[src/cpu_settings.svh]
`ifndef CPU_SETTINGS_SVH
`define CPU_SETTINGS_SVH

// Data path word
`define CPU_DATA_W      16

// Memory and PC address
`define CPU_ADDR_W      9
`define CPU_MEM_DEPTH   512

// Register index, eight general registers
`define CPU_REG_IDX_W   3

// Signed branch offset field of BRD
`define CPU_OFFSET_W    10

`endif

[src/cpu_pkg.sv]
`include "cpu_settings.svh"

package cpu_pkg;

    typedef logic [`CPU_DATA_W-1:0]           word_t;
    typedef logic [`CPU_ADDR_W-1:0]           addr_t;
    typedef logic [`CPU_REG_IDX_W-1:0]        reg_idx_t;
    typedef logic signed [`CPU_OFFSET_W-1:0]  offset_t;
    typedef logic [3:0]                       flags_t;  // {V, N, C, Z}

    // Opcode field, IR[15:12]
    typedef enum logic [3:0] {
        OP_NOP = 4'd0,  OP_HLT = 4'd1,  OP_LDI = 4'd2,  OP_LD  = 4'd3,
        OP_ST  = 4'd4,  OP_OUT = 4'd5,  OP_JPL = 4'd6,  OP_RET = 4'd7,
        OP_BRD = 4'd8,  OP_ADD = 4'd9,  OP_SUB = 4'd10, OP_AND = 4'd11,
        OP_OR  = 4'd12, OP_XOR = 4'd13
    } opcode_t;

    typedef enum logic [2:0] {ALU_ADD, ALU_SUB, ALU_AND, ALU_OR, ALU_XOR} alu_op_t;

    // Sequencer states
    typedef enum logic [2:0] {
        S_IDLE, S_CLEAR, S_FETCH_ADDR, S_FETCH_IR, S_DECODE, S_EXECUTE
    } seq_state_t;

    // Datapath selects
    typedef enum logic [1:0] {PC_SRC_INC, PC_SRC_BRANCH, PC_SRC_REG, PC_SRC_LINK} pc_src_t;
    typedef enum logic [1:0] {WB_SRC_IMM, WB_SRC_MEM, WB_SRC_ALU} wb_src_t;
    typedef enum logic {ADDR_SRC_PC, ADDR_SRC_IMM} addr_src_t;
    typedef enum logic {OUT_SRC_MEM, OUT_SRC_REG} out_src_t;

endpackage

[src/reg_bank.sv]
`timescale 1ns/1ps
`include "cpu_settings.svh"

module reg_bank (
    input  logic               Clk,
    input  logic               rst_n,
    input  logic               reg_we,
    input  cpu_pkg::wb_src_t   wb_src,
    input  cpu_pkg::reg_idx_t  rd_idx,
    input  cpu_pkg::reg_idx_t  rs1_idx,
    input  cpu_pkg::reg_idx_t  rs2_idx,
    input  cpu_pkg::addr_t     imm,
    input  cpu_pkg::word_t     mem_rdata,
    input  cpu_pkg::word_t     alu_result,
    input  logic               out_load,
    input  cpu_pkg::out_src_t  out_src,
    output cpu_pkg::word_t     rs1_data,
    output cpu_pkg::word_t     rs2_data,
    output cpu_pkg::word_t     out_data,
    output logic               out_valid
);

    cpu_pkg::word_t regs [1 << `CPU_REG_IDX_W];
    cpu_pkg::word_t wb_data;

    // Write-back source
    always_comb begin
        case (wb_src)
            cpu_pkg::WB_SRC_IMM: wb_data = cpu_pkg::word_t'(imm);  // Zero-extended
            cpu_pkg::WB_SRC_MEM: wb_data = mem_rdata;
            default:             wb_data = alu_result;
        endcase
    end

    assign rs1_data = regs[rs1_idx];  // Async read ports
    assign rs2_data = regs[rs2_idx];

    always_ff @(posedge Clk or negedge rst_n) begin
        if (!rst_n) begin
            for (int i = 0; i < (1 << `CPU_REG_IDX_W); i++) regs[i] <= '0;
            out_data  <= '0;
            out_valid <= 1'b0;
        end else begin
            if (reg_we) regs[rd_idx] <= wb_data;
            if (out_load) out_data <= (out_src == cpu_pkg::OUT_SRC_REG) ? rs1_data : mem_rdata;
            out_valid <= out_load;            // Pulse with the new value
        end
    end

endmodule

[config.mk]
export PLATFORM = sky130hd
export DESIGN_NAME = reg_bank
export DESIGN_NICKNAME = d
export VERILOG_FILES = /design/src/cpu_pkg.sv /design/src/reg_bank.sv
export VERILOG_INCLUDE_DIRS = /design/src
export SDC_FILE = /design/constraint.sdc
export NUM_CORES = 1
export LEC_CHECK = 0
export BUFFER_PORTS_ARGS = -buffer_cell sky130_fd_sc_hd__buf_2
export CAP_MARGIN = 40
export CORE_MARGIN = 10
export CORE_UTILIZATION = 55
export CTS_BUF_LIST = sky130_fd_sc_hd__clkbuf_2 sky130_fd_sc_hd__clkbuf_4 sky130_fd_sc_hd__clkbuf_8
export CTS_CLUSTER_DIAMETER = 100
export DETAILED_ROUTE_END_ITERATION = 12
export PLACE_DENSITY = 0.88
export SYNTH_ARGS = -nofsm -noshare
export SYNTH_HDL_FRONTEND = slang
export SYNTH_SLANG_ARGS = --single-unit
[constraint.sdc]
create_clock -name Clk -period 1.9 [get_ports Clk]
set_clock_uncertainty 0.1 [all_clocks]
set_input_delay 0.19 -clock Clk [delete_from_list [all_inputs] [get_ports Clk]]
set_output_delay 0.19 -clock Clk [all_outputs]
set_load 0.02 [all_outputs]
## Word level (Yosys, flattened, before mapping)

Index checks and enable logic that the tools add are counted.
Widths: inputs -> output; s select.

| storage, ports and cells | value |
|---|---|
| register bits after elaboration | 145 |
| input port bits | 57 |
| output and inout bits | 49 |
| logic and storage cells | 31 |

| operators by class | value |
|---|---|
| order comparisons | 4 |
| eq/ne operators | 1 |
| multiplexer cells | 11 |
| bitwise operators | 3 |
| reductions and logical operators | 2 |

Operator list:

| cell | count |
|---|---|
| $bwmux 128 | 1 |
| $bmux 16 s3 | 2 |
| $mux 16 | 6 |
| $demux 16 s3 | 1 |
| $pmux 16 s2 | 1 |
| $ge 4x4->1 const B | 3 |
| $not 3->4 | 3 |
| $lt 4x1->1 const B | 1 |
| $eq 2x1->1 const B | 1 |
| $logic_not 2->1 | 1 |
| $logic_and 1x1->1 | 1 |

## Depth between registers and ports, before layout

| depth | value |
|---|---|
| word-level depth | 6 |
| gate-level depth with buffers | 6 |

## Least setup slack after synthesis

OpenSTA, ideal clock, no wires.

| timing | value |
|---|---|
| kind | input to output |
| start | input rs2_idx[0] |
| end | output rs2_data[0] |
| arrival | 1.286 ns |
| path slack | 0.324 ns |
| stages | 4 |
| path through | buf_6 -> buf_6 -> mux4_1 -> mux2_2 |

| between the ends | value |
|---|---|
| longest elaborated chain between the ends | 4 |

Ends and longest elaborated chain:

| item | line | text |
|---|---|---|
| start, declared | reg_bank.sv:11 | `input cpu_pkg::reg_idx_t rs2_idx,` |
| $not 3->4 (not written as such) | reg_bank.sv:36 | `assign rs2_data = regs[rs2_idx];` |
| $bmux 16 s3 | reg_bank.sv:36 |  |
| $mux 16 (not written as such) (2 in series) | reg_bank.sv:36 |  |
| end, declared | reg_bank.sv:18 | `output cpu_pkg::word_t rs2_data,` |

No other way between the ends. The select of a mux whose other input is x is not followed.

## Worst setup path after layout

| timing | value |
|---|---|
| start | register regs[1] in the netlist's numbering |
| end | output rs2_data[1] |

| between the ends | value |
|---|---|
| longest elaborated chain between the ends | 3 |

Ends and longest elaborated chain:

| item | line | text |
|---|---|---|
| start, declared | reg_bank.sv:23 | `` cpu_pkg::word_t regs [1 << `CPU_REG_IDX_W]; `` |
| start signal, assigned by index | reg_bank.sv:44 | `if (reg_we) regs[rd_idx] <= wb_data;` |
| $bmux 16 s3 | reg_bank.sv:36 |  |
| $mux 16 (not written as such) (2 in series) | reg_bank.sv:36 |  |

No other way between the ends. The select of a mux whose other input is x is not followed.

==> summary.txt <==
Floorplan
  – Starting Density: 56.3%
  – Die width: 139 um
  – I/O pin count: 106
  – Die height: 139 um
  – Row Count: 43
  – Core area: 13,900 um^2
  – Die area: 19,400 um^2

Final layout
  – Reg area: 3630 um^2
  – Final instance area: 10,500 um^2
  – Fill count: 771
  – Inserted Diodes: 0
  – Commonest cells after routing, fill and taps aside: 145 x dfrtp_1, 138 x buf_4, 130 x nand2_1
  – Most common cell after layout, fill and taps aside: dfrtp_1
  – Post-layout util: 76.0%
  – Final Non-Filler Cells: 1,136
  – Area grow syn2layout: 34.9%
  – Multi-input logic area: 4150 um^2
  – Layout cells sized above 1: 44.0%
  – Nets@finish: 1,002

STA
  – Worst Tran Pin Value: 1.02 ns
  – Fin. max-slew vios: 0
  – Tmin final: 2.19 ns
  – Fmax: 457 MHz
  – Tcrit/Tclk final: 115%
  – RSZ-0062 raised after global routing: yes
  – Slew headroom: 31.8%
  – Setup violators final: 33
  – Final hold vios: 0
  – Final setup margin: -0.287 ns

Clock network
  – Maximum root-to-sink buffer count: 2
  – CTS Buf Count: 17
  – H-tree depth: 4
  – Clock sink count: 145
  – Root Buffer: clkbuf_8
  – Clock latency at the later pin of the worst-skew pair: 0.48 ns
  – TritonCTS clock tree: built
  – CTS clock-pin slew for the worst setup and hold paths: 0.08 ns

Synthesis
  – Sequential element share of the synthesized area: 46.4%
  – Syn_area_per_cell: 11.0 um^2
  – Synth Register Bits: 145
  – Top_reg_cell synth: dfrtp_1
  – Asr flop ratio synth: 100%
  – Mapped Nets: 766
  – Post-synth EDFFs: 0
  – Library cells used by synthesis: 28
  – Yosys warns: 0
  – Post-Syn Instances: 709
  – Cell Area, Synth: 7810 um^2

GRT
  – GRT overflow: 0
  – Pin count of the biggest net entering global routing: 48
  – Vias in the first global route: 7,628
  – GRT Total Usage: 26.6%
  – Initial antenna violation count: 0
  – First-pass GRT wire length: 41.4 mm

Placed design
  – Cell count after placement: 981
  – Pre-CTS WS: -0.0268 ns
  – Post-placement cell area: 8710 um^2
  – DP HPWL: 15.0 mm
  – GPL Wtd Cong: 0.832
  – IO Port Bufs: 105

Critical path
  – WP data arrival: 1.90 ns
  – Critical path origin: regs[1]$_DFFE_PN0P_
  – Slowest-stage cell, CP: mux4_2
  – CP required: 1.61 ns
  – R2r startpoint: regs[27]$_DFFE_PN0P_
  – WS Path Type: flop to output port
  – Worst-path fanout max: 3
  – Crit path largest cell delay: 0.54 ns
  – Crit. End Element: output port
  – Critical path launch point type: flop
  – Worst path cell trace: mux4_2 -> mux2_4 -> buf_6

Routing
  – Final Routed Wirelength: 29.4 mm
  – Initial DRC Count: 1,367
  – DRT antenna net count: 0
  – DRC Markers: 0
  – Wirelength per Cell: 25.9 um
  – Routed vias/inst: 6.80
  – Via Count: 7,722
  – DRT Pass-1 Iters: 6

Status
  – Status: finished with violations
  – Failing checks: setup timing

Min path
  – HP Class: input port to flop
  – Min-delay src: out_load

Pwr
  – Maximum vdd drop: 0.000580 V
  – Leak: 5.05 nW
  – Pwr/cell area: 994 nW/um^2

Run
  – Total of max-cap violations: 0
==> power by group <==
group | internal (mW) | switching [mW]
registers | 3.66 | 0.476
clock network | 1.21 | 1.23
logic | 2.03 | 1.88
total | 6.90 | 3.58
==> worst max-delay path, delay by kind of cell (launching register included) <==
family,cells,cell delay (ns)
DFF,1,0.45
muxes,2,0.84
buffers and inverters,1,0.14
==> state kept, by name, summed over array words and instances, names as in the netlist <==
signal and cells:
out_data 16, out_valid 1, regs 128
==> repair_timing <==
item,CTS,global route
pin swaps,8,26
gates cloned,0,0
setup buffers,105,15
hold buffers,7,0
endpoints found under the hold margin,131,0
setup endpoints to repair,22,33
resized for setup,104,86
==> layout make-up <==
class | instances | area share [%]
timing repair buffer | 272 | 20.5
clock buffer | 24 | 3.01
tap | 180 | 2.14
clock inverter | 6 | 0.522
multi-input combinational | 509 | 39.4
sequential | 145 | 34.4
==> worst paths after layout <==
check	to	slack, ns	cells past startpoint
worst min-delay path	out_valid$_DFF_PN0_	0.03	2
worst max-delay path	rs2_data[1]	-0.29	3
worst max register to register	out_data[11]$_DFFE_PN0P_	-0.04	10
min in group asynchronous	regs[69]$_DFFE_PN0P_	0.11	2
max in group asynchronous	regs[2]$_DFFE_PN0P_	0.94	3
worst min register to register	out_data[8]$_DFFE_PN0P_	0.40	2
==> routing by layer <==
metal	vias to the layer above	track usage, %	wire, um	part of all wire (%)
li1	3047	-	-	-
met1	3746	31.0	10200	35
met2	755	42.8	14000	47
met3	174	9.32	3690	13
met4	0	13.2	1630	5.5
met5	-	0	0	0
==> synth_stat cells, types with 7 or more instances <==
cell type,n,area share [%]
a22o_1,13,1.5
mux2_2,51,7.3
o22ai_1,13,1.0
mux2i_1,60,7.7
o21ai_0,124,7.9
nor2b_1,16,1.3
buf_6,7,1.0
nand2_1,130,6.2
clkbuf_1,27,1.3
mux4_1,32,11
o31ai_1,13,1.2
buf_2,11,0.70
dfrtp_1,145,46
nor2_1,17,0.82
a22oi_1,9,0.86
==> kinds of logic after synthesis <==
family	share of synthesized area, %
buffers and inverters	3.75
flip-flops	46.4
AO/OA/AOI/OAI	14.0
multiplexers	25.8
AND/OR/NAND/NOR	10.0
==> metrics by stage <==
step | power, mW | hold WS (ns) | setup TNS [ns]
6_report | 10.5 | 0.0250 | -4.21
2_1_floorplan | 5.57 | -0.206 | 0
5_1_grt | 10.8 | 0.0229 | -4.83
3_3_place_gp | 6.29 | 0.0511 | 0
3_5_place_dp | 6.44 | 0.0558 | -0.0501
4_1_cts | 9.69 | 0.00404 | -3.05
(Power assumes the default switching activity.)
