--- src/cpu_settings.svh ---
`ifndef CPU_SETTINGS_SVH
`define CPU_SETTINGS_SVH

// Data path word
`define CPU_DATA_W      16

// Memory and PC address
`define CPU_ADDR_W      9
`define CPU_MEM_DEPTH   512

// Register index, eight general registers
`define CPU_REG_IDX_W   3

// Signed branch offset field of BRD
`define CPU_OFFSET_W    10

`endif

--- src/cpu_pkg.sv ---
`include "cpu_settings.svh"

package cpu_pkg;

    typedef logic [`CPU_DATA_W-1:0]           word_t;
    typedef logic [`CPU_ADDR_W-1:0]           addr_t;
    typedef logic [`CPU_REG_IDX_W-1:0]        reg_idx_t;
    typedef logic signed [`CPU_OFFSET_W-1:0]  offset_t;
    typedef logic [3:0]                       flags_t;  // {V, N, C, Z}

    // Opcode field, IR[15:12]
    typedef enum logic [3:0] {
        OP_NOP = 4'd0,  OP_HLT = 4'd1,  OP_LDI = 4'd2,  OP_LD  = 4'd3,
        OP_ST  = 4'd4,  OP_OUT = 4'd5,  OP_JPL = 4'd6,  OP_RET = 4'd7,
        OP_BRD = 4'd8,  OP_ADD = 4'd9,  OP_SUB = 4'd10, OP_AND = 4'd11,
        OP_OR  = 4'd12, OP_XOR = 4'd13
    } opcode_t;

    typedef enum logic [2:0] {ALU_ADD, ALU_SUB, ALU_AND, ALU_OR, ALU_XOR} alu_op_t;

    // Sequencer states
    typedef enum logic [2:0] {
        S_IDLE, S_CLEAR, S_FETCH_ADDR, S_FETCH_IR, S_DECODE, S_EXECUTE
    } seq_state_t;

    // Datapath selects
    typedef enum logic [1:0] {PC_SRC_INC, PC_SRC_BRANCH, PC_SRC_REG, PC_SRC_LINK} pc_src_t;
    typedef enum logic [1:0] {WB_SRC_IMM, WB_SRC_MEM, WB_SRC_ALU} wb_src_t;
    typedef enum logic {ADDR_SRC_PC, ADDR_SRC_IMM} addr_src_t;
    typedef enum logic {OUT_SRC_MEM, OUT_SRC_REG} out_src_t;

endpackage

--- src/seq_control.sv ---
`timescale 1ns/1ps

module seq_control (
    input  logic                Clk,
    input  logic                rst_n,
    input  logic                start,
    input  cpu_pkg::word_t      mem_rdata,
    input  cpu_pkg::flags_t     flags,
    output logic                busy,
    output logic                halted,
    output logic                pc_clear,
    output logic                pc_inc,
    output logic                pc_load,
    output logic                link_load,
    output cpu_pkg::pc_src_t    pc_src,
    output cpu_pkg::offset_t    branch_offset,
    output logic                mem_en,
    output logic                mem_we,
    output cpu_pkg::addr_src_t  addr_src,
    output cpu_pkg::addr_t      imm,
    output logic                reg_we,
    output cpu_pkg::wb_src_t    wb_src,
    output cpu_pkg::reg_idx_t   rd_idx,
    output cpu_pkg::reg_idx_t   rs1_idx,
    output cpu_pkg::reg_idx_t   rs2_idx,
    output logic                out_load,
    output cpu_pkg::out_src_t   out_src,
    output cpu_pkg::alu_op_t    alu_op,
    output logic                alu_load,
    output logic                flags_load,
    output logic                flags_clear
);

    cpu_pkg::word_t      ir;           // Instruction register
    cpu_pkg::seq_state_t state;
    cpu_pkg::seq_state_t next_state;
    cpu_pkg::opcode_t    opcode;
    logic                ir_load;
    logic                halt_set;
    logic                alu_pend;     // ALU write-back owed in EXECUTE
    logic                alu_pend_set;
    logic                is_alu;
    logic                take_branch;

    // Instruction fields
    assign opcode        = cpu_pkg::opcode_t'(ir[15:12]);
    assign branch_offset = ir[9:0];
    assign imm           = ir[8:0];
    assign rd_idx        = ir[11:9];
    assign rs2_idx       = ir[6:4];
    assign rs1_idx       = (opcode == cpu_pkg::OP_ST) ? ir[11:9] : ir[2:0];  // ST data reg
    assign busy          = (state != cpu_pkg::S_IDLE);

    // Branch condition, IR[11:10]
    always_comb begin
        case (ir[11:10])
            2'd0:    take_branch = flags[0];             // EQ
            2'd1:    take_branch = ~flags[0];            // NE
            2'd2:    take_branch = flags[2] ^ flags[3];  // LT, N != V
            default: take_branch = flags[1];             // CS
        endcase
    end

    // ------------------------------------------------------------------
    // Control decode per state
    // ------------------------------------------------------------------
    always_comb begin
        next_state   = state;
        ir_load      = 1'b0;
        halt_set     = 1'b0;
        alu_pend_set = 1'b0;
        is_alu       = 1'b0;
        pc_clear     = 1'b0;
        pc_inc       = 1'b0;
        pc_load      = 1'b0;
        link_load    = 1'b0;
        pc_src       = cpu_pkg::PC_SRC_INC;
        mem_en       = 1'b0;
        mem_we       = 1'b0;
        addr_src     = cpu_pkg::ADDR_SRC_PC;
        reg_we       = 1'b0;
        wb_src       = cpu_pkg::WB_SRC_IMM;
        out_load     = 1'b0;
        out_src      = cpu_pkg::OUT_SRC_MEM;
        alu_op       = cpu_pkg::ALU_ADD;
        alu_load     = 1'b0;
        flags_load   = 1'b0;
        flags_clear  = 1'b0;
        case (state)
            cpu_pkg::S_IDLE: begin
                if (start) next_state = cpu_pkg::S_CLEAR;
            end
            cpu_pkg::S_CLEAR: begin
                pc_clear    = 1'b1;
                flags_clear = 1'b1;
                next_state  = cpu_pkg::S_FETCH_ADDR;
            end
            cpu_pkg::S_FETCH_ADDR: begin
                mem_en     = 1'b1;                   // Read at PC
                next_state = cpu_pkg::S_FETCH_IR;
            end
            cpu_pkg::S_FETCH_IR: begin
                ir_load    = 1'b1;
                pc_inc     = 1'b1;                   // Bump PC while IR loads
                next_state = cpu_pkg::S_DECODE;
            end
            cpu_pkg::S_DECODE: begin
                next_state = cpu_pkg::S_FETCH_ADDR;
                case (opcode)
                    cpu_pkg::OP_HLT: begin
                        halt_set   = 1'b1;
                        next_state = cpu_pkg::S_IDLE;
                    end
                    cpu_pkg::OP_LDI: reg_we = 1'b1;  // Zero-extended immediate
                    cpu_pkg::OP_LD: begin
                        mem_en     = 1'b1;
                        addr_src   = cpu_pkg::ADDR_SRC_IMM;
                        next_state = cpu_pkg::S_EXECUTE;
                    end
                    cpu_pkg::OP_ST: begin
                        mem_en   = 1'b1;
                        mem_we   = 1'b1;
                        addr_src = cpu_pkg::ADDR_SRC_IMM;
                    end
                    cpu_pkg::OP_OUT: begin
                        if (ir[11]) begin            // From register
                            out_load = 1'b1;
                            out_src  = cpu_pkg::OUT_SRC_REG;
                        end else begin               // From memory, one more cycle
                            mem_en     = 1'b1;
                            addr_src   = cpu_pkg::ADDR_SRC_IMM;
                            next_state = cpu_pkg::S_EXECUTE;
                        end
                    end
                    cpu_pkg::OP_JPL: begin           // JMP when IR[11] set
                        pc_load   = 1'b1;
                        pc_src    = cpu_pkg::PC_SRC_REG;
                        link_load = ~ir[11];
                    end
                    cpu_pkg::OP_RET: begin
                        pc_load = 1'b1;
                        pc_src  = cpu_pkg::PC_SRC_LINK;
                    end
                    cpu_pkg::OP_BRD: begin
                        pc_load     = take_branch;
                        pc_src      = cpu_pkg::PC_SRC_BRANCH;
                        flags_clear = 1'b1;          // Taken or not
                    end
                    cpu_pkg::OP_ADD: begin
                        is_alu = 1'b1;
                        alu_op = cpu_pkg::ALU_ADD;
                    end
                    cpu_pkg::OP_SUB: begin
                        is_alu = 1'b1;
                        alu_op = cpu_pkg::ALU_SUB;
                    end
                    cpu_pkg::OP_AND: begin
                        is_alu = 1'b1;
                        alu_op = cpu_pkg::ALU_AND;
                    end
                    cpu_pkg::OP_OR: begin
                        is_alu = 1'b1;
                        alu_op = cpu_pkg::ALU_OR;
                    end
                    cpu_pkg::OP_XOR: begin
                        is_alu = 1'b1;
                        alu_op = cpu_pkg::ALU_XOR;
                    end
                    default: ;                       // NOP and unused codes
                endcase
                if (is_alu) begin
                    flags_load = 1'b1;               // Flags always, CMP included
                    if (!ir[8]) begin                // Destination kept
                        alu_load     = 1'b1;
                        alu_pend_set = 1'b1;
                        next_state   = cpu_pkg::S_EXECUTE;
                    end
                end
            end
            cpu_pkg::S_EXECUTE: begin
                next_state = cpu_pkg::S_FETCH_ADDR;
                if (alu_pend) begin
                    reg_we = 1'b1;
                    wb_src = cpu_pkg::WB_SRC_ALU;
                end else if (opcode == cpu_pkg::OP_LD) begin
                    reg_we = 1'b1;
                    wb_src = cpu_pkg::WB_SRC_MEM;
                end else begin
                    out_load = 1'b1;                 // OUT from memory
                end
            end
            default: next_state = cpu_pkg::S_IDLE;
        endcase
    end

    always_ff @(posedge Clk or negedge rst_n) begin
        if (!rst_n) begin
            state    <= cpu_pkg::S_IDLE;
            ir       <= '0;
            alu_pend <= 1'b0;
            halted   <= 1'b0;
        end else begin
            state    <= next_state;
            alu_pend <= alu_pend_set;
            if (ir_load) ir <= mem_rdata;
            if (halt_set) begin
                halted <= 1'b1;
            end else if (state == cpu_pkg::S_IDLE && start) begin
                halted <= 1'b0;                      // Held until next start
            end
        end
    end

    // Register file and memory never written in one cycle
    a_one_writer: assert property (@(posedge Clk) disable iff (!rst_n)
        !(reg_we && mem_we));

    a_state_legal: assert property (@(posedge Clk) disable iff (!rst_n)
        state inside {cpu_pkg::S_IDLE, cpu_pkg::S_CLEAR, cpu_pkg::S_FETCH_ADDR,
                      cpu_pkg::S_FETCH_IR, cpu_pkg::S_DECODE, cpu_pkg::S_EXECUTE});

endmodule

--- config.mk ---
export PLATFORM = sky130hd
export DESIGN_NAME = seq_control
export DESIGN_NICKNAME = d
export VERILOG_FILES = /design/src/cpu_pkg.sv /design/src/seq_control.sv
export VERILOG_INCLUDE_DIRS = /design/src
export SDC_FILE = /design/constraint.sdc
export NUM_CORES = 1
export LEC_CHECK = 0
export BUFFER_PORTS_ARGS = -buffer_cell sky130_fd_sc_hd__buf_2
export CORE_AREA = 10 10 62 84
export CTS_CLUSTER_SIZE = 14
export DETAILED_ROUTE_END_ITERATION = 6
export DIE_AREA = 0 0 72 94
export PLACE_DENSITY = 0.85
export SLEW_MARGIN = 15
export SYNTH_ARGS = -nofsm -noshare
export SYNTH_HDL_FRONTEND = slang
export SYNTH_SLANG_ARGS = --single-unit
--- constraint.sdc ---
create_clock -name Clk -period 1.31 [get_ports Clk]
set_clock_uncertainty 0.15 [all_clocks]
set_input_delay 0.1965 -clock Clk [delete_from_list [all_inputs] [get_ports Clk]]
set_output_delay 0.1965 -clock Clk [all_outputs]
set_load 0.01 [all_outputs]
Word level (Yosys, flattened, before mapping)
Cells that the tools add are included.
{"block": "word_totals", "ff_bits": 21, "latchBits": 0, "ramBits": 0, "rom_bits": 0, "elab_cells": 87, "memories": 0}
{"block": "classes", "add_sub_neg": 0, "mul": 0, "n_div": 0, "n_lt_le_gt_ge": 0, "eq_ne": 21, "n_shift": 0, "muxes": 50, "n_bitwise": 3, "reduce_logical": 9}
{"operator": "1-bit 2-to-1 mux", "n": 30}
{"operator": "4-bit equality test, second input constant", "n": 6}
{"operator": "3-bit 2-to-1 mux", "n": 6}
{"operator": "4-bit by 3-bit equality test with 1-bit output, second input constant", "n": 4}
{"operator": "3-bit one-hot mux with 5 select lines", "n": 1}
{"operator": "1-bit one-hot mux with 2 select lines", "n": 6}
{"operator": "3-bit one-hot mux with 4 select lines", "n": 1}
{"operator": "3-bit one-hot mux with 3 select lines", "n": 1}
{"operator": "4-bit by 2-bit equality test with 1-bit output, second input constant", "n": 2}
{"operator": "3-bit by 2-bit equality test with 1-bit output, second input constant", "n": 2}
{"operator": "3-bit equality test, second input constant", "n": 2}
{"operator": "2-bit 2-to-1 mux", "n": 3}
{"operator": "2-bit one-hot mux with 3 select lines", "n": 1}
{"operator": "2-bit OR reduction", "n": 3}
{"operator": "5-bit OR reduction", "n": 1}
{"operator": "4-bit by 1-bit equality test with 1-bit output, second input constant", "n": 1}
{"operator": "3-bit by 1-bit equality test with 1-bit output, second input constant", "n": 1}
{"operator": "3-bit logical NOT", "n": 1}
{"operator": "1-bit one-hot mux with 3 select lines", "n": 1}
{"operator": "3-bit nonzero test", "n": 1}
{"operator": "2-bit by 1-bit equality test with 1-bit output, second input constant", "n": 1}
{"operator": "2-bit equality test, second input constant", "n": 1}
{"operator": "2-bit logical NOT", "n": 1}
{"operator": "2-bit != test, second input constant", "n": 1}
{"operator": "other kinds (4)", "n": 5}

Logic depth before layout (Yosys ltp)
{"block": "depth", "depth_word": 6, "ltp_mapped": 6, "ltp_nobuf": 4}

Worst setup path after synthesis
No wires, ideal clock.
{"block": "synth_timing", "path_type": "register to output", "start": "register state[1]", "end": "output alu_load", "arrival_ps": 1315, "t_required_ps": 963, "path_slack_ps": -352, "stages_incl_launch_ff": 5, "path_buffers": 0, "path_cell_list": "dfrtp_1 -> nand2b_2 -> nor2_2 -> and3_1 -> nor2b_1"}
{"block": "synth_between", "elab_chain_len": 2}
{"item": "start: declaration", "line_no": "seq_control.sv:35", "text": "cpu_pkg::seq_state_t state;"}
{"item": "start signal: assignment", "line_no": "seq_control.sv:198", "text": "state <= cpu_pkg::S_IDLE;"}
{"item": "start signal: assignment", "line_no": "seq_control.sv:203", "text": "state <= next_state;"}
{"item": "3-bit equality test", "line_no": "seq_control.sv:89", "text": "case (state)"}
{"item": "1-bit 2-to-1 mux", "line_no": "seq_control.sv:89"}
{"item": "end: declaration", "line_no": "seq_control.sv:29", "text": "output logic alu_load,"}
No other way between the ends.

Worst setup path in the final report
{"block": "layout_timing", "start": "register ir[14]", "end": "output rs1_idx[1]"}
{"block": "layout_between", "elab_chain_len": 2}
{"item": "start: declaration", "line_no": "seq_control.sv:34", "text": "cpu_pkg::word_t ir;"}
{"item": "start signal: assignment", "line_no": "seq_control.sv:205", "text": "if (ir_load) ir <= mem_rdata;"}
{"item": "4-bit by 3-bit equality test with 1-bit output", "line_no": "seq_control.sv:51", "text": "assign rs1_idx = (opcode == cpu_pkg::OP_ST) ? ir[11:9] : ir[2:0];"}
{"item": "3-bit 2-to-1 mux", "line_no": "seq_control.sv:51"}
{"item": "end: declaration", "line_no": "seq_control.sv:24", "text": "output cpu_pkg::reg_idx_t rs1_idx,"}
No other way between the ends.

==> impl_metrics.json <==
{
  "slew_viol_final": 0,
  "synth_most_common_cell": "nand2_1",
  "ys_warn_count": 0,
  "ys_seq_area_share_pct": 36.1,
  "fillers": 204,
  "synth-seq-cells": 21,
  "irDropWorstVdd_mv": 1.62,
  "cp.required_ns": 0.96,
  "clkPwrFrac_pct": 6.2,
  "area_growth_pct": 97.8,
  "die_height_um": 94,
  "cap_violations": 0,
  "switching_share_pct": 46.3,
  "syn_inst": 184,
  "drc": 0,
  "grt_pass1_vias": 1852,
  "cts_tree": "done",
  "via_count": 1897,
  "async_reset_ff_share_pct": 100,
  "numCtsBuffers": 3,
  "p_sw_w": 0.00348,
  "grt_pass1_wl_um": 10200,
  "multi_input_area_um2": 1040,
  "netlist_area_um2": 1460,
  "first_iter_violations": 208,
  "synthTopCellsByCount": "nand2_1, buf_4, dfrtp_1",
  "finalSetupTns_ns": -20.04,
  "ant_nets": 0,
  "htreeDepth": 1,
  "clkTransAtPathRegs_ns": 0.09,
  "min_period_ns": 1.99,
  "grt_max_degree": 22,
  "p_per_area_nw_per_um2": 2610,
  "cp_max_fo": 7,
  "gp_congestion": 0.862,
  "synth_cell_types": 38,
  "wirelength_um": 7740,
  "finalSetupViolations": 49,
  "clock_path_buffers": 2,
  "place_ws_ns": -0.369,
  "p_comb_share_pct": 75.1,
  "failed_checks": "negative setup slack",
  "p_leak_nw": 1.47,
  "die_w_um": 72,
  "wire_per_inst_um": 22.8,
  "period_share_pct": 152,
  "tightestPinTransition_ns": 0.531,
  "synth_fp_nets": 207,
  "n_antenna_cell": 0,
  "synth_flop_cell": "dfrtp_1",
  "post-place-cells": 298,
  "vias_per_cell": 5.58,
  "antenna_found_initial": 0,
  "critPathKind": "reg2out",
  "synth-edff-count": 0,
  "fin_nets": 322,
  "ff_latch_area_um2": 531,
  "avgSynthCellArea_um2": 7.91,
  "hold_viol_final": 0,
  "max_freq_mhz": 502,
  "status": "finished, violations left",
  "yosys-top-cells-area": "dfrtp_1, buf_4, nand2_1",
  "synth_top_cell_area_share_pct": 36.1,
  "sequentialPowerShare_pct": 18.7,
  "slowest_delay_ns": 0.49,
  "fp.dieArea_um2": 6770,
  "post-dp-hpwl_um": 3850,
  "hold_class": "in2reg",
  "drive_above_1_share_pct": 70.8,
  "finalWorstSetupSlack_ns": -0.683,
  "path_cells": "and2b_1, and2_4, mux2_4, buf_6",
  "end_kind": "output pin",
  "rsz0062_at_grt": "yes",
  "portBuffers": 72,
  "first_pass_iters": 4,
  "slowest_stage": "dfrtp_2",
  "arrival_ns": 1.65,
  "cts_root_buf": "clkbuf_8",
  "final_cell_count_no_fill": 340,
  "clock_latency_ns": 0.27,
  "grt_use_total_pct": 19.0,
  "yosysTopAreaCell": "dfrtp_1",
  "crit_path_start_kind": "flip-flop",
  "cts.sinks": 21,
  "power.internal_w": 0.00403,
  "gr-total-overflow": 0,
  "num_rows": 26,
  "relSlewSlack_pct": 64.6,
  "initial_core_util_pct": 39.9,
  "fp.coreArea_um2": 3640,
  "boundaryPins": 73
}
==> flip-flops by register name, indices dropped and copies added (netlist names) <==
signal / cells
halted: 1
ir: 16
state: 3
alu_pend: 1
==> worst max-delay path: cells and delay by family, from the launching register on <==
| kind | cells | cell delay, ns |
|---|---|---|
| DFF | 1 | 0.49 |
| and+or+nand+nor | 2 | 0.43 |
| buffers and inverters | 1 | 0.13 |
| muxes | 1 | 0.33 |
==> worst paths after layout <==
kind,startpoint,end,slack (ns),cells after the start
max,ir[14]$_DFFE_PN0P_,rs1_idx[1],-0.68,4
min,mem_rdata[13],ir[13]$_DFFE_PN0P_,0.003,3
max reg2reg,ir[13]$_DFFE_PN0P_,state[0]$_DFFE_PN0P_,-0.51,6
min reg2reg,halted$_DFFE_PN0P_,halted$_DFFE_PN0P_,0.38,1
max in group asynchronous,rst_n,state[0]$_DFFE_PN0P_,0.33,2
min in group asynchronous,rst_n,halted$_DFFE_PN0P_,0.29,2
==> placed cells by master (no fill, tap or decap), types with 3 or more instances in the layout <==
cell,count
a21oi_1,4
buf_12,3
buf_2,57
buf_4,29
buf_6,40
clkbuf_8,3
dfrtp_1,17
dfrtp_2,4
dlygate4sd3_1,16
mux2_4,3
nand2_1,25
nand2_2,17
nand2_4,9
nand3b_1,3
nor2_1,3
nor2_4,4
nor2b_4,3
nor3_4,3
o21ai_2,4
==> metrics by stage <==
step | util [%] | total power (W) | cell area [um2] | hold WS, ns
after floorplan | - | 0.00373 | 1580 | -0.249
after global placement | 54.9 | 0.00466 | 2000 | 0.0301
after detailed placement | 54.9 | 0.00477 | 2000 | 0.0379
after CTS | 70.2 | 0.00624 | 2560 | 0.00203
after global routing | 79.0 | 0.00782 | 2880 | 0.00400
final | 79.0 | 0.00750 | 2880 | 0.00291
==> cells by family after synthesis <==
kind of cell,count (synthesis),synth area share (%)
mux,3,2.32
flops,21,36.1
xor+xnor,4,2.41
simple gates,92,30.1
compound gates,23,10.5
buf+inv,41,18.6
==> what timing repair did <==
item | 4_1_cts | 5_1_grt
resized for setup | 69 | 54
setup endpoints to repair | 49 | 49
hold buffers | 16 | 0
hold endpoints to repair | 36 | 0
buffers inserted | 12 | 15
pin swaps | 29 | 12
==> power groups by stage <==
| stage | Clock [W] | Sequential, W | Combinational, W |
|---|---|---|---|
| finish | 0.000466 | 0.00140 | 0.00563 |
| global route | 0.000493 | 0.00142 | 0.00591 |
| CTS | 0.000443 | 0.00131 | 0.00448 |
| floorplan | 0 | 0.00121 | 0.00252 |
| global placement | 0 | 0.00125 | 0.00340 |
| detailed placement | 0 | 0.00128 | 0.00349 |
==> per-layer routing <==
metal | track usage, % | routed length [um] | share of wire, % | up-vias
li1 | - | - | - | 812
met1 | 18.7 | 2630 | 34 | 941
met2 | 36.8 | 4200 | 54 | 108
met3 | 2.96 | 463 | 6.0 | 36
met4 | 9.39 | 434 | 5.6 | 0
met5 | 0 | 0 | 0 | -
==> cell type report <==
cell class | count | share of cell area, %
clock buffers | 3 | 1.43
clock inverters | 1 | 0.174
multi-input cells | 122 | 36.1
flip-flops and latches | 21 | 18.4
inverters | 5 | 0.739
repair buffers | 146 | 41.3
well taps | 42 | 1.83
No activity file was read; power rests on OpenSTA's default activity.
