### config.mk
export PLATFORM = sky130hd
export DESIGN_NAME = pc_unit
export DESIGN_NICKNAME = d
export VERILOG_FILES = /design/src/cpu_pkg.sv /design/src/pc_unit.sv
export VERILOG_INCLUDE_DIRS = /design/src
export SDC_FILE = /design/constraint.sdc
export NUM_CORES = 1
export LEC_CHECK = 0
export ABC_AREA = 1
export BUFFER_PORTS_ARGS = -buffer_cell sky130_fd_sc_hd__buf_2
export CAP_MARGIN = 20
export CORE_MARGIN = 4
export CORE_UTILIZATION = 50
export CTS_CLUSTER_DIAMETER = 150
export DETAILED_ROUTE_END_ITERATION = 8
export PLACE_DENSITY = 0.79
export REMOVE_ABC_BUFFERS = 1
export SYNTH_ARGS = -nofsm -noshare
export SYNTH_HDL_FRONTEND = slang
export SYNTH_SLANG_ARGS = --single-unit
### constraint.sdc
create_clock -name Clk -period 1.9 [get_ports Clk]
set_input_delay 0.475 -clock Clk [delete_from_list [all_inputs] [get_ports Clk]]
set_output_delay 0.475 -clock Clk [all_outputs]
set_load 0.005 [all_outputs]
### src/cpu_settings.svh
`ifndef CPU_SETTINGS_SVH
`define CPU_SETTINGS_SVH

// Data path word
`define CPU_DATA_W      16

// Memory and PC address
`define CPU_ADDR_W      9
`define CPU_MEM_DEPTH   512

// Register index, eight general registers
`define CPU_REG_IDX_W   3

// Signed branch offset field of BRD
`define CPU_OFFSET_W    10

`endif

### src/cpu_pkg.sv
`include "cpu_settings.svh"

package cpu_pkg;

    typedef logic [`CPU_DATA_W-1:0]           word_t;
    typedef logic [`CPU_ADDR_W-1:0]           addr_t;
    typedef logic [`CPU_REG_IDX_W-1:0]        reg_idx_t;
    typedef logic signed [`CPU_OFFSET_W-1:0]  offset_t;
    typedef logic [3:0]                       flags_t;  // {V, N, C, Z}

    // Opcode field, IR[15:12]
    typedef enum logic [3:0] {
        OP_NOP = 4'd0,  OP_HLT = 4'd1,  OP_LDI = 4'd2,  OP_LD  = 4'd3,
        OP_ST  = 4'd4,  OP_OUT = 4'd5,  OP_JPL = 4'd6,  OP_RET = 4'd7,
        OP_BRD = 4'd8,  OP_ADD = 4'd9,  OP_SUB = 4'd10, OP_AND = 4'd11,
        OP_OR  = 4'd12, OP_XOR = 4'd13
    } opcode_t;

    typedef enum logic [2:0] {ALU_ADD, ALU_SUB, ALU_AND, ALU_OR, ALU_XOR} alu_op_t;

    // Sequencer states
    typedef enum logic [2:0] {
        S_IDLE, S_CLEAR, S_FETCH_ADDR, S_FETCH_IR, S_DECODE, S_EXECUTE
    } seq_state_t;

    // Datapath selects
    typedef enum logic [1:0] {PC_SRC_INC, PC_SRC_BRANCH, PC_SRC_REG, PC_SRC_LINK} pc_src_t;
    typedef enum logic [1:0] {WB_SRC_IMM, WB_SRC_MEM, WB_SRC_ALU} wb_src_t;
    typedef enum logic {ADDR_SRC_PC, ADDR_SRC_IMM} addr_src_t;
    typedef enum logic {OUT_SRC_MEM, OUT_SRC_REG} out_src_t;

endpackage

### src/pc_unit.sv
`timescale 1ns/1ps

module pc_unit (
    input  logic              Clk,
    input  logic              rst_n,
    input  logic              pc_clear,
    input  logic              pc_inc,
    input  logic              pc_load,
    input  logic              link_load,
    input  cpu_pkg::pc_src_t  pc_src,
    input  cpu_pkg::offset_t  branch_offset,
    input  cpu_pkg::word_t    jump_target,
    output cpu_pkg::addr_t    pc
);

    cpu_pkg::addr_t link;      // Return address for RET
    cpu_pkg::addr_t pc_next;

    // Next PC select with PC already past the current instruction
    always_comb begin
        case (pc_src)
            cpu_pkg::PC_SRC_INC:    pc_next = pc + 1'b1;
            cpu_pkg::PC_SRC_BRANCH: pc_next = pc + cpu_pkg::addr_t'(branch_offset);  // Wraps mod 512
            cpu_pkg::PC_SRC_REG:    pc_next = cpu_pkg::addr_t'(jump_target);         // Low bits of rs1
            default:                pc_next = link;
        endcase
    end

    always_ff @(posedge Clk or negedge rst_n) begin
        if (!rst_n) begin
            pc <= '0;
        end else if (pc_clear) begin
            pc <= '0;
        end else if (pc_inc || pc_load) begin
            pc <= pc_next;                // pc_src stays INC during FETCH_IR
        end
    end

    // JPL saves the incremented PC
    always_ff @(posedge Clk) begin
        if (link_load) link <= pc;
    end

endmodule

-- Word level (Yosys, flattened, before mapping)
Index checks and enable logic that the tools add are counted.
- bits in registers: 18
- output and inout bits: 9
- input bits: 34
- word-level logic and storage cells: 12
- eq/ne operators: 2
- reduce and logical (&&, ||, !) cells: 3
- muxes and demuxes: 3
- $add $sub $neg: 2
- operators by type and width (cell ; count):
    $pmux 9 s3 ; 1
    $mux 9 ; 2
    $add 9x1->9 const B ; 1
    $add 9x9->9 ; 1
    $eq 2x1->1 const B ; 1
    $eq 2x2->1 const B ; 1
    $logic_not 2->1 ; 1
    $reduce_bool 2->1 ; 1
    $logic_or 1x1->1 ; 1

-- Logic depth before layout (Yosys ltp)
Gate-level depths: netlist of the first run.
- word-level depth: 4
- mapped depth: 15
- mapped depth without buffers: 15

-- Worst setup path after synthesis of the first run
Ideal clock, no wire load.
- path type: in2reg
- start point: input port pc_src[0]
- end point: register pc[8]
- buffers on the path: 0
- path slack: -0.281 ns
- library setup time: 0.066 ns
- data required time: 1.834 ns
- stages: 15
- arrival: 2.116 ns
- cell sequence: inv_1 nor2_1 inv_1 or2_2 ha_1 fa_1 nand2_1 nand2_1 nand3_1 nand2_1 nand2_1 nand3_1 nand2_1 nand2_1 nand2_1
- longest elaborated chain between the ends: 4
- elaborated cells between the ends (all ways): 6
- classes of those cells: eq/ne (2); mux (3); reduce/logical (1)
- ends and longest elaborated chain (element ; RTL line ; source):
    start: declaration ; pc_unit.sv:10 ; input cpu_pkg::pc_src_t pc_src,
    $eq 2x2->1, or another cell as far along ; pc_unit.sv:21 ; case (pc_src)
    $pmux 9 s3 (*) ; pc_unit.sv:21 ;
    $mux 9 (*) ; pc_unit.sv:34 ; end else if (pc_inc || pc_load) begin
    $mux 9 (*) ; pc_unit.sv:32 ; end else if (pc_clear) begin
    end signal: assignment ; pc_unit.sv:35 ; pc <= pc_next;
    end: declaration ; pc_unit.sv:13 ; output cpu_pkg::addr_t pc
Every way passes the cells marked *; elsewhere a longest branch is shown, timed or not. The select of a mux whose other input is x is not followed.
A chain may end at the register's enable or synchronous reset.

-- Worst setup path in the final report of the first run
- start point: input port pc_src[1]
- end point: register pc[4]
The elaborated chain is that of the path after synthesis.

==> results of run 1 <==
sequential cells by signal, indices dropped and copies added (netlist names):
signal	cells
link	9
pc	9
per-layer routing:
| layer | share of wire | routed length (µm) |
|---|---|---|
| met1 | 0.45 | 1350 |
| met2 | 0.49 | 1470 |
| met3 | 0.041 | 123 |
| met4 | 0.017 | 51 |
| met5 | 0 | 0 |
power by group:
| part | total [mW] | internal [mW] | switching, mW | leakage [nW] |
|---|---|---|---|---|
| clock network | 0.189 | 0.0816 | 0.107 | 0.0150 |
| registers | 0.478 | 0.448 | 0.0302 | 0.212 |
| logic | 0.278 | 0.133 | 0.145 | 0.721 |
| total | 0.944 | 0.662 | 0.283 | 0.948 |
worst max path at each step:
stage              start     to  slack, ns  depth (start not counted)
6_report       pc_src[1]  pc[4]       0.05                         13
3_5_place_dp   pc_src[0]  pc[8]      -0.45                         16
5_1_grt        pc_src[1]  pc[4]      -0.04                         13
4_1_cts        pc_src[0]  pc[4]       0.03                         14
2_1_floorplan  pc_src[0]  pc[8]      -0.28                         15
3_3_place_gp   pc_src[0]  pc[6]      -0.39                         15
through the flow:
step	instances	total power [mW]	cell area (µm²)	setup WS, ns
floorplan	175	0.614	1270	-0.281
global placement	250	0.732	1560	-0.393
detailed placement	250	0.739	1560	-0.454
CTS	254	0.934	1620	0.0344
global route	255	1.00	1670	-0.0445
finish	255	0.944	1670	0.0529
what timing repair did:
item / in CTS / in global routing
endpoints found under the setup margin: 5 / 8
hold buffers: 0 / 0
pin swaps: 2 / 7
buffers inserted: 0 / 1
resized for setup: 7 / 12
hold endpoints to repair: 0 / 0
synthesized netlist by cell type, drive strengths merged:
library cell   n  area, µm²
fa             1       20.0
edfxtp         9        270
o21ai          4       20.0
nor3           1       16.3
ha             8        100
or2            1       6.26
a21oi          7       35.0
nand3b         2       15.0
nand3         18        100
inv           33        124
a22o           5       43.8
dfrtp          9        225
nand2         63        239
nor2          13       51.3
nand4          1       6.26
cells by family after synthesis:
family                     Yosys count
DFF                                 18
adders and majority gates            9
AOI/OAI and AO/OA                   16
and+or+nand+nor                     99
buffers and inverters               33
cell type report:
| cell class | instances | area share |
|---|---|---|
| timing repair buffer | 46 | 0.163 |
| clock buffer | 4 | 0.0157 |
| inverter | 33 | 0.0742 |
| tap | 30 | 0.0225 |
| multi-input combinational | 124 | 0.427 |
| sequential | 18 | 0.297 |
==> flow_summary.yaml, run 1 <==
synth:
  synth-simple-area-share: 0.341
  avgSynthCellArea_um2: 7.27
  synth_top_family_by_area: "simple AND/OR/NAND/NOR gates"
  syn_inst: 175
  synth_xor_area_frac: 0
  syn_area_um2: 1270
  synth_seq_cells: 18
  yosysSeqAreaShare: 0.389
  synth_compound_area_frac: 0.0777
  synth_fa_ha_area_frac: 0.0944
  synthMuxAreaShare: 0
  yosys_warnings: 0
  ys_types: 20
grt:
  grt_pass1_vias: 1241
  grt_use_met1: 0.246
  track_usage: 0.191
  gr-total-overflow: 0
  grt_util_met2: 0.329
  grt_pass1_wl_um: 5060
  antenna_found_initial: 0
  top_usage_layer: "met2"
  grt_start_max_net_pins: 11
  met3_usage: 0.00877
timing:
  drv_slew: 0
  fin_tns_setup_ns: 0
  max_slew.worst_pin.slew_ns: 0.334
  fin_crit_ns: 1.85
  hold_viol_final: 0
  rsz0062_at_grt: "yes"
  period_share: 0.972
  hold-worst-slack_ns: 0.0102
  fmaxAchievable_mhz: 541
  slew_headroom: 0.777
  setup_viol: 0
  skew_ns: 0.0104
layout:
  final_layout_size_suffix_gt1_frac: 0.320
  nets: 269
  fill_cells: 222
  final_cell_mix: "nand2_1 (59), buf_2 (32), inv_1 (27)"
  syn2layout_area_growth_pct: 31.2
  final_common_cell: "nand2_1"
  multiInputGateArea_um2: 713
  antenna_cells: 0
  register_area_um2: 495
  utilization: 0.680
critical_path:
  critPathKind: "primary input to register"
  r2r_start: "pc[0]"
  max_stage_delay_ns: 0.34
  crit_slowest_cell: "fa_2"
  worstPathRequired_ns: 2.08
  ff2ff_path_depth: 9
  worstSetupStartpointType: "primary input"
  crit_top_cell: "nand2_1"
  crit_arrival_ns: 2.03
  worstSetupEndpointType: "register"
  regToRegSetupSlack_ns: 0.23
  crit_fanout: 4
  cp_num_buf_inv: 2
  rr_endpoint: "pc[4]"
  cpLargestDelayFamily: "simple AND/OR/NAND/NOR gates"
  cp_cell_sequence: "buf_6 > nor2_2 > inv_1 > or2_4 > ha_4 > fa_2 > nand2_2 > nand2_4 > a21oi_2 > nand3b_1 > nand3_1 > nand2_1 > nand2_1"
die:
  die-height_um: 58.4
  dieArea_um2: 3420
  die_w_um: 58.4
  initial_core_util: 0.518
  core_um2: 2450
  rows: 18
  ios: 43
clocking:
  root_buffer: "clkbuf_4"
  insertion_delay_ns: 0.29
  cts_max_path_buffers: 2
  cts.sinks: 18
  cts_buffers: 3
  clk_pin_slew_ns: 0.10
  cts_tree: "built"
  h-tree-depth: 1
drt:
  viasPerCell: 4.98
  routed_wl_um: 3000
  vias: 1270
  first_iter_violations: 35
  drt-wirelength-per-cell_um: 11.8
  antenna_left: 0
  drc: 0
  drt_first_pass_iters: 4
pwr:
  cellLeakagePower_nw: 0.948
  ir_worst_vdd_v: 0.000545
  powerDensity_nw_per_um2: 566
place:
  dp_hpwl_um: 2390
  io_buffers: 34
  gp_congestion: 0.842
worst_hold_path:
  hp-class: "primary input to asynchronous set/reset pin"
status:
  status: "finished clean"
flow_run:
  cap_violations: 0
(Power assumes the default switching activity.)
==> inputs of run 2 (changes only) <==
--- a/config.mk
+++ b/config.mk
@@ -10,10 +10,10 @@
 export BUFFER_PORTS_ARGS = -buffer_cell sky130_fd_sc_hd__buf_2
 export CAP_MARGIN = 20
 export CORE_MARGIN = 4
-export CORE_UTILIZATION = 50
+export CORE_UTILIZATION = 31
 export CTS_CLUSTER_DIAMETER = 150
 export DETAILED_ROUTE_END_ITERATION = 8
-export PLACE_DENSITY = 0.79
+export RECOVER_POWER = 25
 export REMOVE_ABC_BUFFERS = 1
 export SYNTH_ARGS = -nofsm -noshare
 export SYNTH_HDL_FRONTEND = slang
==> run 2 against run 1 <==
Critical endpoint unchanged. Largest power group unchanged. Global-route usage decreased by 6.8 points. Critical path depth unchanged. Die area increased by 52%. First-iteration DRC count increased by 37%. Worst hold slack improved by 0.16 ns.
==> flow_summary.yaml, run 2 (synthesis results as in run 1) <==
clocking:
  cts_tree: "built"
  insertion_delay_ns: 0.25
  h-tree-depth: 1
  cts_buffers: 3
  clk_pin_slew_ns: 0.06
  cts_max_path_buffers: 2
  cts.sinks: 18
  cts_hold_buffers: 0
  root_buffer: "clkbuf_8"
grt:
  grt_pass1_wl_um: 5120
  grt_use_met1: 0.172
  grt_start_max_net_pins: 11
  gr-total-overflow: 0
  track_usage: 0.123
  met3_usage: 0.0111
  top_usage_layer: "met2"
  grt_pass1_vias: 1141
  grt_util_met2: 0.205
  antenna_found_initial: 0
drt:
  vias: 1210
  antenna_left: 0
  drt-wirelength-per-cell_um: 11.0
  drc: 0
  first_iter_violations: 48
  routed_wl_um: 3020
  viasPerCell: 4.42
  drt_first_pass_iters: 4
timing:
  slew_headroom: 0.655
  hold_viol_final: 0
  fin_tns_setup_ns: 0
  hold-worst-slack_ns: 0.170
  rsz0062_at_grt: "yes"
  max_slew.worst_pin.slew_ns: 0.518
  worst_slack_ns: 0.0310
  period_share: 0.984
  setup_viol: 0
  fmaxAchievable_mhz: 535
  fin_crit_ns: 1.87
  drv_slew: 0
  skew_ns: 0.00408
place:
  dpl.cell_count: 269
  dp_slack_ns: -0.499
  place_area_um2: 1580
  gp_congestion: 0.801
  io_buffers: 34
  dp_hpwl_um: 2560
die:
  core_um2: 3970
  die_w_um: 72.1
  die-height_um: 72.1
  initial_core_util: 0.320
  rows: 23
  dieArea_um2: 5190
  ios: 43
pwr:
  p_int_mw: 0.766
  pwr-share-seq: 0.453
  p_clk_frac: 0.281
  powerDensity_nw_per_um2: 604
  cellLeakagePower_nw: 0.957
  switching_power_mw: 0.292
  swShare: 0.276
  ir_worst_vdd_v: 0.000473
  total_power_mw: 1.06
  pwr-share-comb: 0.266
critical_path:
  max_stage_delay_ns: 0.34
  cp_num_buf_inv: 2
  worstSetupEndpointType: "register"
  crit_top_cell: "nand2_1"
  worstSetupStartpointType: "primary input"
  crit_fanout: 4
  critPathKind: "primary input to register"
  worstPathRequired_ns: 2.04
  cpLargestDelayFamily: "simple AND/OR/NAND/NOR gates"
  crit_slowest_cell: "fa_2"
  cp_cell_sequence: "buf_8 > nor2_4 > inv_2 > or2_4 > ha_4 > fa_2 > nand2_2 > nand2_4 > a21oi_1 > nand3b_1 > nand3_1 > nand2_1 > nand2_1"
  crit_arrival_ns: 2.01
layout:
  design_area_um2: 1750
  utilization: 0.442
  final_common_cell: "nand2_1"
  nets: 268
  final_layout_size_suffix_gt1_frac: 0.339
  fin_cells: 274
  final_cell_mix: "nand2_1 (59), buf_2 (31), inv_1 (26)"
  antenna_cells: 0
  syn2layout_area_growth_pct: 37.9
  top_regs: "link x9, pc x9"
status:
  status: "finished clean"
worst_hold_path:
  hp-class: "primary input to asynchronous set/reset pin"
flow_run:
  cap_violations: 0
-- run 2: changes by cell type in the layout (fill, tap and decap cells not counted), sizes merged --
cell    delta
clkbuf     +1
buf        -2
-- run 2: power by group through the flow --
stage          clock network, mW  registers [mW]  logic (mW)
6_report                   0.297           0.479       0.282
5_1_grt                    0.319           0.485       0.322
4_1_cts                    0.306           0.479       0.264
3_5_place_dp                   0           0.485       0.253
3_3_place_gp                   0           0.485       0.250
2_1_floorplan                  0           0.478       0.136
-- run 2: final cells by class --
cell class	count	area, µm²
Multi-Input combinational cell	124	739
Clock buffer	4	55.1
Timing Repair Buffer	45	275
Sequential cell	18	495
Inverter	33	126
Fill cell	420	2220
Tap cell	50	62.6
-- run 2: worst reg2reg max path, stage by stage, from the launching register on --
cell and delay (ns):
dfrtp_1 0.44, ha_4 0.19, fa_2 0.34, nand2_2 0.08, nand2_4 0.07, a21oi_1 0.12, nand3b_1 0.11, nand3_1 0.08
nand2_1 0.06, nand2_1 0.04
-- run 2: layer usage --
layer | up-vias | wire length, µm
met2 | 30 | 1470
met4 | 0 | 13
met5 | - | 0
met3 | 2 | 182
met1 | 526 | 1350
li1 | 652 | -
-- run 2: worst paths after layout --
path,startpoint,to,slack [ns],depth (start not counted)
min in group Clk,jump_target[0],pc[0],0.51,3
max in group asynchronous,rst_n,pc[6],1.38,1
worst max-delay path,pc_src[1],pc[4],0.03,13
worst min register to register,pc[6],link[6],0.54,0
worst max register to register,pc[0],pc[4],0.25,9
worst min-delay path,rst_n,pc[4],0.17,1
-- run 2: what timing repair did --
item	4_1_cts	5_1_grt
setup buffers	0	1
setup endpoints to repair	5	8
pin swaps	12	10
resized for setup	11	18
==> inputs of run 3 (changes only) <==
--- a/config.mk
+++ b/config.mk
@@ -13,7 +13,6 @@
 export CORE_UTILIZATION = 31
 export CTS_CLUSTER_DIAMETER = 150
 export DETAILED_ROUTE_END_ITERATION = 8
-export RECOVER_POWER = 25
 export REMOVE_ABC_BUFFERS = 1
 export SYNTH_ARGS = -nofsm -noshare
 export SYNTH_HDL_FRONTEND = slang
==> run 3 against run 2 <==
Critical path depth unchanged. Clock-buffer cell count stayed put. Register-to-register slack barely moved. Global-route usage stayed put. Via count about the same. Sequential power barely moved. Clock skew is essentially flat. Final cell count unchanged. Critical endpoint unchanged. Largest cell class unchanged. Highest routed layer unchanged.
==> flow_summary.yaml, run 3 (synthesis results as in run 1) <==
layout:
  final_layout_size_suffix_gt1_frac: 0.344
  final_common_cell: "nand2_1"
  fill_cells: 419
  nets: 268
  register_area_um2: 495
  utilization: 0.442
  antenna_cells: 0
  syn2layout_area_growth_pct: 38.0
  multiInputGateArea_um2: 739
  top_regs: "link x9, pc x9"
  final_cell_mix: "nand2_1 (59), buf_2 (32), inv_1 (26)"
  design_area_um2: 1760
timing:
  hold_viol_final: 0
  skew_ns: 0.00421
  fin_crit_ns: 1.87
  rsz0062_at_grt: "yes"
  max_slew.worst_pin.slew_ns: 0.330
  drv_slew: 0
  setup_viol: 0
  fin_tns_setup_ns: 0
  fmaxAchievable_mhz: 535
  period_share: 0.984
  slew_headroom: 0.780
grt:
  grt_pass1_vias: 1141
  track_usage: 0.123
  antenna_found_initial: 0
  gr-total-overflow: 0
  grt_pass1_wl_um: 5120
  grt_start_max_net_pins: 11
die:
  dieArea_um2: 5190
  core_um2: 3970
  ios: 43
  die_w_um: 72.1
  initial_core_util: 0.320
  die-height_um: 72.1
  rows: 23
drt:
  viasPerCell: 4.41
  drc: 0
  routed_wl_um: 3020
  drt-wirelength-per-cell_um: 11.0
  first_iter_violations: 48
  drt_first_pass_iters: 4
  vias: 1209
  antenna_left: 0
critical_path:
  critPathKind: "primary input to register"
  crit_arrival_ns: 2.01
  worstSetupStartpointType: "primary input"
  worstPathRequired_ns: 2.04
  worstSetupEndpointType: "register"
  crit_fanout: 4
clocking:
  cts_buffers: 3
  cts_hold_buffers: 0
  h-tree-depth: 1
  root_buffer: "clkbuf_8"
  cts_max_path_buffers: 2
  cts.sinks: 18
  cts_tree: "built"
  insertion_delay_ns: 0.25
  clk_pin_slew_ns: 0.06
place:
  io_buffers: 34
  place_area_um2: 1580
  gp_congestion: 0.801
  dp_hpwl_um: 2560
pwr:
  powerDensity_nw_per_um2: 603
  cellLeakagePower_nw: 0.960
  ir_worst_vdd_v: 0.000473
flow_run:
  cap_violations: 0
worst_hold_path:
  hp-class: "primary input to asynchronous set/reset pin"
status:
  status: "finished clean"
## run 3: path summary, 6_finish.rpt
path                                start  endpoint  slack (ns)  depth (start not counted)
setup / recovery                pc_src[1]     pc[4]        0.03                         13
hold / removal                      rst_n     pc[4]        0.07                          1
setup reg to reg                    pc[0]     pc[4]        0.25                          9
hold reg to reg                     pc[6]   link[6]        0.54                          0
max in group asynchronous           rst_n     pc[6]        1.64                          1
min in group Clk           jump_target[0]     pc[0]        0.51                          3
## run 3: through the flow
step | hold slack [ns] | instances | worst slack, ns | total power [mW]
global route | 0.0808 | 274 | -0.0667 | 1.13
CTS | 0.0752 | 273 | -0.0410 | 1.05
global placement | 0.339 | 269 | -0.462 | 0.736
floorplan | 0.179 | 175 | -0.281 | 0.614
detailed placement | 0.343 | 269 | -0.499 | 0.739
finish | 0.0721 | 274 | 0.0310 | 1.06
## run 3: where the power goes
| group | internal (mW) | leakage [nW] | switching, mW |
|---|---|---|---|
| registers | 0.448 | 0.212 | 0.0309 |
| clock network | 0.184 | 0.0288 | 0.114 |
| logic | 0.135 | 0.719 | 0.147 |
| total | 0.767 | 0.960 | 0.292 |
## run 3: area by class of cell
cell class,count,share of cell area
multi-input cells,124,0.421
flip-flops and latches,18,0.282
repair buffers,45,0.158
inverters,33,0.0720
well taps,50,0.0356
clock buffers,4,0.0314
## run 3: worst max-delay path: stages
cell and delay (ns):
buf_8 0.10, nor2_4 0.09, inv_2 0.04, or2_4 0.23, ha_4 0.16, fa_2 0.34, nand2_2 0.08, nand2_4 0.07
a21oi_1 0.12, nand3b_1 0.11, nand3_1 0.08, nand2_1 0.06, nand2_1 0.04
## run 3: routing by layer
metal  part of all wire  GRT usage  up-vias  routed length (µm)
li1                   -          -      653                   -
met1               0.45      0.172      527                1360
met2               0.49      0.205       27                1470
met3              0.059     0.0111        2                 177
met4             0.0043     0.0313        0                  13
met5                  0          0        -                   0
## run 3: timing repair
item | in CTS | in global routing
setup buffers | 0 | 1
gates resized for setup | 11 | 18
endpoints found under the setup margin | 5 | 8
pin swaps | 12 | 10
